### src/source/vend_pkg.sv
package vend_pkg;

    ////////////////////
    // button word
    ////////////////////
    localparam int btn_w        = 12;
    // coin bits, 10 / 5 / 1 units
    localparam int btn_coin_lo  = 0;
    localparam int btn_coin_mid = 1;
    localparam int btn_coin_hi  = 2;
    localparam int btn_return   = 3;
    localparam int btn_down     = 4;
    localparam int btn_add      = 5;
    localparam int btn_select   = 7;
    localparam int btn_buy      = 9;
    localparam int btn_up       = 10;
    localparam int btn_admin    = 11;

    ////////////////////
    // command codes
    ////////////////////
    localparam int cmd_w = 4;
    localparam logic [cmd_w-1:0] cmd_none   = 4'd0;
    localparam logic [cmd_w-1:0] cmd_up     = 4'd1;
    localparam logic [cmd_w-1:0] cmd_down   = 4'd2;
    localparam logic [cmd_w-1:0] cmd_select = 4'd3;
    localparam logic [cmd_w-1:0] cmd_coin1  = 4'd4;
    localparam logic [cmd_w-1:0] cmd_coin5  = 4'd5;
    localparam logic [cmd_w-1:0] cmd_coin10 = 4'd6;
    localparam logic [cmd_w-1:0] cmd_buy    = 4'd7;
    localparam logic [cmd_w-1:0] cmd_return = 4'd8;
    localparam logic [cmd_w-1:0] cmd_add    = 4'd9;
    localparam logic [cmd_w-1:0] cmd_admin  = 4'd10;

    ////////////////////
    // products and money
    ////////////////////
    localparam int prod_n   = 4;
    localparam int pos_w    = 2;
    // 0 means nothing selected
    localparam int item_w   = 3;
    localparam int count_w  = 4;
    localparam int credit_w = 7;
    localparam int money_w  = 8;

    localparam logic [count_w-1:0]  stock_max  = 4'd9;
    localparam logic [count_w-1:0]  init_count [prod_n] = '{4'd9, 4'd1, 4'd0, 4'd4};
    // prices in units of 100 won
    localparam logic [credit_w-1:0] price [prod_n] = '{7'd10, 7'd12, 7'd15, 7'd18};
    localparam logic [credit_w-1:0] credit_max = 7'd99;

    ////////////////////
    // timing
    ////////////////////
    // short values for simulation, board build uses 2000000 and 1000000
    localparam int coin_hold_cycles   = 20;
    localparam int return_step_cycles = 10;
    localparam int hold_w = $clog2(coin_hold_cycles);
    localparam int step_w = $clog2(return_step_cycles);

endpackage

### src/source/button_arbiter.sv
`timescale 1ns/1ps

module button_arbiter import vend_pkg::*; (
    input  logic             clk,
    input  logic             rst,
    input  logic [btn_w-1:0] button_sw_oneshot,
    output logic [cmd_w-1:0] cmd
);

    logic [btn_w-1:0] btn_q;
    logic [2:0]       coin_bits;
    logic [cmd_w-1:0] cmd_next;

    // 1 unit, 5 units, 10 units from msb to lsb
    assign coin_bits = {btn_q[btn_coin_hi], btn_q[btn_coin_mid], btn_q[btn_coin_lo]};

    ////////////////////
    // fixed priority
    ////////////////////
    always_comb begin
        cmd_next = cmd_none;
        if (btn_q[btn_up]) begin
            cmd_next = cmd_up;
        end else if (btn_q[btn_down]) begin
            cmd_next = cmd_down;
        end else if (btn_q[btn_select]) begin
            cmd_next = cmd_select;
        end else if (coin_bits != 3'b000) begin
            // two coins at once count as nothing
            case (coin_bits)
                3'b100:  cmd_next = cmd_coin1;
                3'b010:  cmd_next = cmd_coin5;
                3'b001:  cmd_next = cmd_coin10;
                default: cmd_next = cmd_none;
            endcase
        end else if (btn_q[btn_buy]) begin
            cmd_next = cmd_buy;
        end else if (btn_q[btn_return]) begin
            cmd_next = cmd_return;
        end else if (btn_q[btn_add]) begin
            cmd_next = cmd_add;
        end else if (btn_q[btn_admin]) begin
            cmd_next = cmd_admin;
        end
    end

    // input stage then command stage
    always_ff @(posedge clk) begin
        if (!rst) begin
            btn_q <= '0;
            cmd   <= cmd_none;
        end else begin
            btn_q <= button_sw_oneshot;
            cmd   <= cmd_next;
        end
    end

    // an idle input word yields an idle command two edges later
    a_idle_cmd: assert property (@(posedge clk) disable iff (!rst)
        (button_sw_oneshot == '0) |-> ##2 (cmd == cmd_none));

endmodule

### src/source/cursor_select.sv
`timescale 1ns/1ps

module cursor_select import vend_pkg::*; (
    input  logic              clk,
    input  logic              rst,
    input  logic [cmd_w-1:0]  cmd,
    input  logic [prod_n-1:0] empty_mask,
    output logic [pos_w-1:0]  cursor_pos,
    output logic [item_w-1:0] selected_item
);

    logic [item_w-1:0] cursor_item;
    logic [pos_w-1:0]  sel_idx;

    // product id under the cursor, 1 based
    assign cursor_item = item_w'(cursor_pos) + item_w'(1);
    assign sel_idx     = pos_w'(selected_item - item_w'(1));

    ////////////////////
    // cursor
    ////////////////////
    always_ff @(posedge clk) begin
        if (!rst) begin
            cursor_pos <= '0;
        end else begin
            case (cmd)
                cmd_up: begin
                    // top of the list holds
                    if (cursor_pos != '0) begin
                        cursor_pos <= cursor_pos - pos_w'(1);
                    end
                end
                cmd_down: begin
                    if (cursor_pos != pos_w'(prod_n - 1)) begin
                        cursor_pos <= cursor_pos + pos_w'(1);
                    end
                end
                default: begin
                    cursor_pos <= cursor_pos;
                end
            endcase
        end
    end

    ////////////////////
    // selection
    ////////////////////
    always_ff @(posedge clk) begin
        if (!rst) begin
            selected_item <= '0;
        end else begin
            case (cmd)
                cmd_select: begin
                    if (selected_item == cursor_item) begin
                        selected_item <= '0;
                    end else if (!empty_mask[cursor_pos]) begin
                        selected_item <= cursor_item;
                    end
                end
                cmd_buy: begin
                    // ledger decides at this same edge
                    selected_item <= '0;
                end
                default: begin
                    selected_item <= selected_item;
                end
            endcase
        end
    end

    // stock and selection stay consistent across both blocks
    a_no_empty_sel: assert property (@(posedge clk) disable iff (!rst)
        (selected_item != '0) |-> !empty_mask[sel_idx]);

endmodule

### src/source/stock_keeper.sv
`timescale 1ns/1ps

module stock_keeper import vend_pkg::*; (
    input  logic               clk,
    input  logic               rst,
    input  logic [cmd_w-1:0]   cmd,
    input  logic [pos_w-1:0]   cursor_pos,
    input  logic [item_w-1:0]  selected_item,
    input  logic               vend_pulse,
    output logic [prod_n-1:0]  empty_mask,
    output logic [count_w-1:0] prod_count_current,
    output logic               admin_mode
);

    logic [count_w-1:0] count      [prod_n];
    logic [count_w-1:0] count_next [prod_n];
    logic [pos_w-1:0]   buy_item;
    logic               add_req;

    assign add_req = admin_mode && (cmd == cmd_add);

    ////////////////////
    // next counts
    ////////////////////
    always_comb begin
        for (int i = 0; i < prod_n; i++) begin
            count_next[i] = count[i];
            // restock under the cursor, capped
            if (add_req && (cursor_pos == pos_w'(i)) && (count[i] < stock_max)) begin
                count_next[i] = count_next[i] + count_w'(1);
            end
            if (vend_pulse && (buy_item == pos_w'(i)) && (count[i] != '0)) begin
                count_next[i] = count_next[i] - count_w'(1);
            end
        end
    end

    // look ahead so a vend of the last item blocks a select at the same edge
    always_comb begin
        for (int i = 0; i < prod_n; i++) begin
            empty_mask[i] = (count_next[i] == '0);
        end
    end

    // product being bought, since selection clears before the vend pulse
    always_ff @(posedge clk) begin
        if ((cmd == cmd_buy) && (selected_item != '0)) begin
            buy_item <= pos_w'(selected_item - item_w'(1));
        end
    end

    ////////////////////
    // counts and mode
    ////////////////////
    always_ff @(posedge clk) begin
        if (!rst) begin
            for (int i = 0; i < prod_n; i++) begin
                count[i] <= init_count[i];
            end
            // cursor starts on product 1
            prod_count_current <= init_count[0];
            admin_mode         <= 1'b0;
        end else begin
            for (int i = 0; i < prod_n; i++) begin
                count[i] <= count_next[i];
            end
            prod_count_current <= count_next[cursor_pos];
            if (cmd == cmd_admin) begin
                admin_mode <= ~admin_mode;
            end
        end
    end

    for (genvar g = 0; g < prod_n; g++) begin : g_limit
        // restock and vend together never push a count past the limit
        a_count_limit: assert property (@(posedge clk) disable iff (!rst)
            count[g] <= stock_max);
    end

endmodule

### src/source/credit_ledger.sv
`timescale 1ns/1ps

module credit_ledger import vend_pkg::*; (
    input  logic               clk,
    input  logic               rst,
    input  logic [cmd_w-1:0]   cmd,
    input  logic [item_w-1:0]  selected_item,
    output logic [money_w-1:0] display_money_binary,
    output logic               vend_pulse,
    output logic               deny_pulse,
    output logic               change_pulse,
    output logic               return_busy
);

    logic [credit_w-1:0] credit;
    logic [credit_w-1:0] coin_value;
    logic [credit_w:0]   coin_sum;
    logic [credit_w-1:0] last_coin;
    logic                coin_hold;
    logic [hold_w-1:0]   hold_cnt;
    logic [step_w-1:0]   step_cnt;
    logic [pos_w-1:0]    sel_idx;
    logic                coin_ok;
    logic                buy_req;
    logic                can_pay;
    logic                return_start;

    ////////////////////
    // decode
    ////////////////////
    always_comb begin
        case (cmd)
            cmd_coin1:  coin_value = credit_w'(1);
            cmd_coin5:  coin_value = credit_w'(5);
            cmd_coin10: coin_value = credit_w'(10);
            default:    coin_value = '0;
        endcase
    end

    // coins and buy are locked out while change is paid
    assign coin_ok      = (coin_value != '0) && !return_busy;
    assign coin_sum     = {1'b0, credit} + {1'b0, coin_value};
    assign sel_idx      = pos_w'(selected_item - item_w'(1));
    assign buy_req      = (cmd == cmd_buy) && (selected_item != '0) && !return_busy;
    assign can_pay      = (credit >= price[sel_idx]);
    assign return_start = (cmd == cmd_return) && !return_busy;

    ////////////////////
    // credit and return
    ////////////////////
    always_ff @(posedge clk) begin
        if (!rst) begin
            credit       <= '0;
            vend_pulse   <= 1'b0;
            deny_pulse   <= 1'b0;
            change_pulse <= 1'b0;
            return_busy  <= 1'b0;
            step_cnt     <= '0;
        end else begin
            vend_pulse   <= 1'b0;
            deny_pulse   <= 1'b0;
            change_pulse <= 1'b0;
            if (coin_ok) begin
                // saturate at 99
                if (coin_sum > {1'b0, credit_max}) begin
                    credit <= credit_max;
                end else begin
                    credit <= coin_sum[credit_w-1:0];
                end
            end else if (buy_req) begin
                if (can_pay) begin
                    credit     <= credit - price[sel_idx];
                    vend_pulse <= 1'b1;
                end else begin
                    deny_pulse <= 1'b1;
                end
            end else if (return_start) begin
                return_busy <= 1'b1;
                step_cnt    <= step_w'(return_step_cycles - 1);
            end else if (return_busy) begin
                // one unit of change per step
                if (credit == '0) begin
                    return_busy <= 1'b0;
                end else if (step_cnt == '0) begin
                    credit       <= credit - credit_w'(1);
                    change_pulse <= 1'b1;
                    step_cnt     <= step_w'(return_step_cycles - 1);
                end else begin
                    step_cnt <= step_cnt - step_w'(1);
                end
            end
        end
    end

    ////////////////////
    // coin display hold
    ////////////////////
    always_ff @(posedge clk) begin
        if (!rst) begin
            coin_hold <= 1'b0;
            hold_cnt  <= '0;
        end else if (coin_ok) begin
            coin_hold <= 1'b1;
            hold_cnt  <= hold_w'(coin_hold_cycles - 1);
        end else if (coin_hold) begin
            if (hold_cnt == '0) begin
                coin_hold <= 1'b0;
            end else begin
                hold_cnt <= hold_cnt - hold_w'(1);
            end
        end
    end

    always_ff @(posedge clk) begin
        if (coin_ok) begin
            last_coin <= coin_value;
        end
    end

    // coin value while held, credit otherwise
    assign display_money_binary = coin_hold ? money_w'(last_coin) : money_w'(credit);

    a_one_result: assert property (@(posedge clk) disable iff (!rst)
        !(vend_pulse && deny_pulse));

endmodule

### src/source/vend_top.sv
`timescale 1ns/1ps

module vend_top import vend_pkg::*; (
    input  logic               clk,
    input  logic               rst,
    input  logic [btn_w-1:0]   button_sw_oneshot,
    output logic [money_w-1:0] display_money_binary,
    output logic [count_w-1:0] prod_count_current,
    output logic [pos_w-1:0]   cursor_pos,
    output logic [item_w-1:0]  selected_item,
    output logic               admin_mode,
    output logic               vend_pulse,
    output logic               deny_pulse,
    output logic               change_pulse,
    output logic               return_busy
);

    logic [cmd_w-1:0]  cmd;
    logic [prod_n-1:0] empty_mask;

    ////////////////////
    // command path
    ////////////////////
    button_arbiter button_arbiter_inst (
        .clk               (clk),
        .rst               (rst),
        .button_sw_oneshot (button_sw_oneshot),
        .cmd               (cmd)
    );

    ////////////////////
    // product side
    ////////////////////
    cursor_select cursor_select_inst (
        .clk           (clk),
        .rst           (rst),
        .cmd           (cmd),
        .empty_mask    (empty_mask),
        .cursor_pos    (cursor_pos),
        .selected_item (selected_item)
    );

    stock_keeper stock_keeper_inst (
        .clk                (clk),
        .rst                (rst),
        .cmd                (cmd),
        .cursor_pos         (cursor_pos),
        .selected_item      (selected_item),
        .vend_pulse         (vend_pulse),
        .empty_mask         (empty_mask),
        .prod_count_current (prod_count_current),
        .admin_mode         (admin_mode)
    );

    ////////////////////
    // money side
    ////////////////////
    credit_ledger credit_ledger_inst (
        .clk                  (clk),
        .rst                  (rst),
        .cmd                  (cmd),
        .selected_item        (selected_item),
        .display_money_binary (display_money_binary),
        .vend_pulse           (vend_pulse),
        .deny_pulse           (deny_pulse),
        .change_pulse         (change_pulse),
        .return_busy          (return_busy)
    );

endmodule

### config.mk
export PLATFORM = sky130hd
export DESIGN_NAME = vend_top
export DESIGN_NICKNAME = d
export VERILOG_FILES = /design/src/source/vend_pkg.sv /design/src/source/button_arbiter.sv /design/src/source/cursor_select.sv /design/src/source/stock_keeper.sv /design/src/source/credit_ledger.sv /design/src/source/vend_top.sv
export SDC_FILE = /design/constraint.sdc
export NUM_CORES = 1
export LEC_CHECK = 0
export BUFFER_PORTS_ARGS = -buffer_cell sky130_fd_sc_hd__buf_4
export CAP_MARGIN = 20
export CELL_PAD_IN_SITES_DETAIL_PLACEMENT = 0
export CELL_PAD_IN_SITES_GLOBAL_PLACEMENT = 1
export CORE_MARGIN = 5
export CORE_UTILIZATION = 50
export DETAILED_ROUTE_END_ITERATION = 10
export HOLD_SLACK_MARGIN = 0.03
export PLACE_DENSITY = 0.87
export SYNTH_ARGS = -nofsm -noshare
export SYNTH_HDL_FRONTEND = slang
export SYNTH_HIERARCHICAL = 1
export SYNTH_SLANG_ARGS = --single-unit
export TNS_END_PERCENT = 20
### constraint.sdc
create_clock -name clk -period 5.07 [get_ports clk]
set_input_delay 0.2535 -clock clk [delete_from_list [all_inputs] [get_ports clk]]
set_output_delay 0.2535 -clock clk [all_outputs]
set_load 0.05 [all_outputs]
==> flow_summary.ini <==
[flow_run]
maxCapViolations = 0

[synth]
synth_top_cell_area_share = 0.260
yosys_warnings = 6
netlist_top_cells_area = dfxtp_1 26%, ha_1 7.5%, nor2_1 3.7%
syn-num-nets = 595
async_flop_share = 0
synth_cell_types = 81
syn_avg_cell_area_um2 = 8.52
synthTopCellsByCount = 61 x dfxtp_1, 46 x nor2_1, 37 x nand2_1, 34 x inv_1, 28 x ha_1
synth_most_common_cell = dfxtp_1
synth-seq-cells = 66
synth-main-ff-cell = dfxtp_1
synth_seq_area_share = 0.292
synth_edf_count = 5
synthesis.area_um2 = 4700
synthCells = 551
yosysTopAreaCell = dfxtp_1

[global_routing]
grt_overflow = 0
grt_pass1_wl_mm = 19.0
grtUsageTotal = 0.205
grt_pass1_vias = 4009
antenna_found_initial = 0
grt_max_degree = 40

[setup_path]
path_cells = inv_1 -> ha_1 -> nor2b_1 -> o2111ai_2 -> mux2i_1 -> ha_1 -> and2_1 -> nor2b_1 -> a311oi_1 -> nor4b_1 -> mux4_2 -> or3_4 -> o22ai_1
worst_r2r_path_depth = 13
slowest_delay_ns = 0.52
r2r_start = stock_keeper_inst/count[2][0]$_SDFF_PN0_
regToRegSetupSlack_ns = 1.05
r2r-end = cursor_select_inst/selected_item[1]$_SDFFE_PN0P_
cp_max_fo = 8
required_ns = 5.33
crit_slowest_cell = mux4_2
cp_data_arrival_time_ns = 4.28
start_kind = flop
crit_type = flop to flop
cp-end-kind = flop
crit_start = stock_keeper_inst/count[2][0]$_SDFF_PN0_
crit_end = cursor_select_inst/selected_item[1]$_SDFFE_PN0P_

[finish]
fillers = 841
synthToLayoutAreaGrowth_pct = 12.3
diodes = 0
fin_nets = 626
drive_gt1_frac = 0.136
stdcell_area_um2 = 5280

[drt]
vias_per_cell = 6.00
routedWlPerCell_um = 16.4
ant_nets = 0
drc = 0
routed_wl_mm = 11.4
drt_pass1_iterations = 5
dr_total_vias = 4185
drt_iter0_markers = 335

[clock_network]
clk_latency_ns = 0.33
cts_sinks = 66
post_cts_resized = 0
clkTransAtPathRegs_ns = 0.08
cts_setup_buffers = 0
cts_hold_buffers = 0
htree_levels = 3
cts_buffers = 9
cts_tree = built
cts_buffer_depth = 2
root_buffer = clkbuf_8

[floorplanning]
die_w_um = 107
fp-row-count = 35
die_area_um2 = 11400
core_area_um2 = 9200
initial_core_util = 0.511
ioPinCount = 36
die_h_um = 107

[status]
outcome = finished clean

[min_path]
hp-class = input port to flop

[place]
place_area_um2 = 5030
dp_hpwl_mm = 8.48
io_buffers = 32
place_congestion = 0.853

[pwr]
leakage_uw = 0.00208
comb_power_share = 0.201
p_per_area_nw_per_um2 = 270
switching_share = 0.305
p_clk_frac = 0.389
vdd_drop_max_v = 0.000206
p_seq_frac = 0.410
p_int_uw = 992
switchingPower_uw = 435

[timing]
worst_pin_slew_ns = 0.698
slew_viol_final = 0
fin_crit_sh = 0.792
maxSlewHeadroom = 0.530
fin_setup_tns_ns = 0
setup_viol = 0
hold_viol_final = 0
finClkSkew_ns = 0.0107
rsz0062_at_grt = no
clock.fmax_ghz = 0.249
layout_min_cycle_time_ns = 4.02
## through the flow
stage	hold slack [ns]	cells	power, uW	util	setup slack (ns)
2_1_floorplan	0.381	551	803	-	1.49
3_3_place_gp	0.456	682	874	0.547	1.23
3_5_place_dp	0.464	682	882	0.547	1.12
4_1_cts	0.106	698	1440	0.574	1.10
5_1_grt	0.0996	698	1500	0.574	0.745
6_report	0.121	698	1430	0.574	1.05
## registers in the layout, indices dropped and copies added (netlist names)
signal and flops:
credit_ledger_inst/credit 7, credit_ledger_inst/hold_cnt 5, button_arbiter_inst/cmd 4, cursor_select_inst/cursor_pos 2, credit_ledger_inst/last_coin 3, credit_ledger_inst/step_cnt 4
stock_keeper_inst/admin_mode 1, cursor_select_inst/selected_item 3, credit_ledger_inst/vend_pulse 1, credit_ledger_inst/coin_hold 1, stock_keeper_inst/buy_item 2, credit_ledger_inst/deny_pulse 1
stock_keeper_inst/prod_count_current 4, credit_ledger_inst/change_pulse 1, credit_ledger_inst/return_busy 1, button_arbiter_inst/btn_q 10, stock_keeper_inst/count 16
## logic make-up (layout without fill, tap and decap cells)
family	after synthesis	count (layout)	share of synthesized area
xor gates and xnor gates	32	32	0.0703
DFF	66	66	0.292
other	1	1	0.000799
muxes	13	13	0.0336
AOI/OAI and AO/OA	129	129	0.196
adders and majority gates	31	31	0.0855
and+or+nand+nor	227	227	0.277
buffers and inverters	52	88	0.0440
## power by group through the flow
stage          clock (uW)  combinational, uW  sequential (uW)
2_1_floorplan           0                199              604
3_3_place_gp            0                279              595
3_5_place_dp            0                285              597
4_1_cts               568                286              585
5_1_grt               591                315              590
6_report              555                286              585
## cells in the final DEF (no fill, tap or decap), types with 4 or more instances in the layout
master,instances
o211ai_1,5
mux2i_1,9
nor2b_1,13
nor2_1,46
a311oi_1,6
inv_1,34
buf_4,34
xor2_1,11
or2_2,5
a211oi_1,8
nor4_1,5
nor4b_1,6
or4_1,4
o22ai_1,6
o21ai_0,18
dfxtp_1,61
a31oi_1,11
a21o_1,6
nor3b_1,11
o21a_1,4
ha_1,28
nor3_1,19
and3_1,10
xnor2_1,17
edfxtp_1,5
a21oi_1,26
nand3_1,15
o2111ai_1,4
nand2b_1,8
nand3b_1,4
nand2_1,37
and2_1,22
o31ai_1,6
clkbuf_8,9
## layer usage
| layer | vias up | global-route usage | routed length, um |
|---|---|---|---|
| met3 | 9 | 0.0397 | 628 |
| met5 | - | 0 | 0 |
| met2 | 109 | 0.339 | 5390 |
| met4 | 0 | 0.0438 | 99 |
| li1 | 2088 | - | - |
| met1 | 1979 | 0.279 | 5300 |
## cell type report
| type | count | area (um2) | area share |
|---|---|---|---|
| clock inverter | 7 | 125 | 0.0237 |
| tap | 111 | 139 | 0.0263 |
| inverter | 38 | 143 | 0.0270 |
| timing repair buffer | 34 | 255 | 0.0484 |
| multi-input combinational | 433 | 3120 | 0.591 |
| clock buffer | 9 | 124 | 0.0235 |
| sequential | 66 | 1370 | 0.260 |
## worst max-delay path, delay by kind of cell (launching register included)
family	cells	cell delay, ns
AO/OA/AOI/OAI	3	0.96
buffers and inverters	1	0.16
flip-flops	1	0.43
multiplexers	2	0.88
adder cells (fa/ha/maj)	2	0.54
AND/OR/NAND/NOR	5	0.98
## how the worst min path moves through the flow
stage / to / slack (ns) / start / depth (start not counted)
2_1_floorplan: button_arbiter_inst/btn_q[0]$_SDFF_PN0_ / 0.38 / button_sw_oneshot[0] / 1
3_3_place_gp: button_arbiter_inst/cmd[0]$_SDFF_PN0_ / 0.46 / button_arbiter_inst/btn_q[10]$_SDFF_PN0_ / 2
3_5_place_dp: button_arbiter_inst/btn_q[4]$_SDFF_PN0_ / 0.46 / button_sw_oneshot[4] / 2
4_1_cts: button_arbiter_inst/btn_q[4]$_SDFF_PN0_ / 0.11 / button_sw_oneshot[4] / 2
5_1_grt: button_arbiter_inst/btn_q[5]$_SDFF_PN0_ / 0.1 / button_sw_oneshot[5] / 2
6_report: button_arbiter_inst/btn_q[11]$_SDFF_PN0_ / 0.12 / button_sw_oneshot[11] / 2
(Power assumes the default switching activity.)
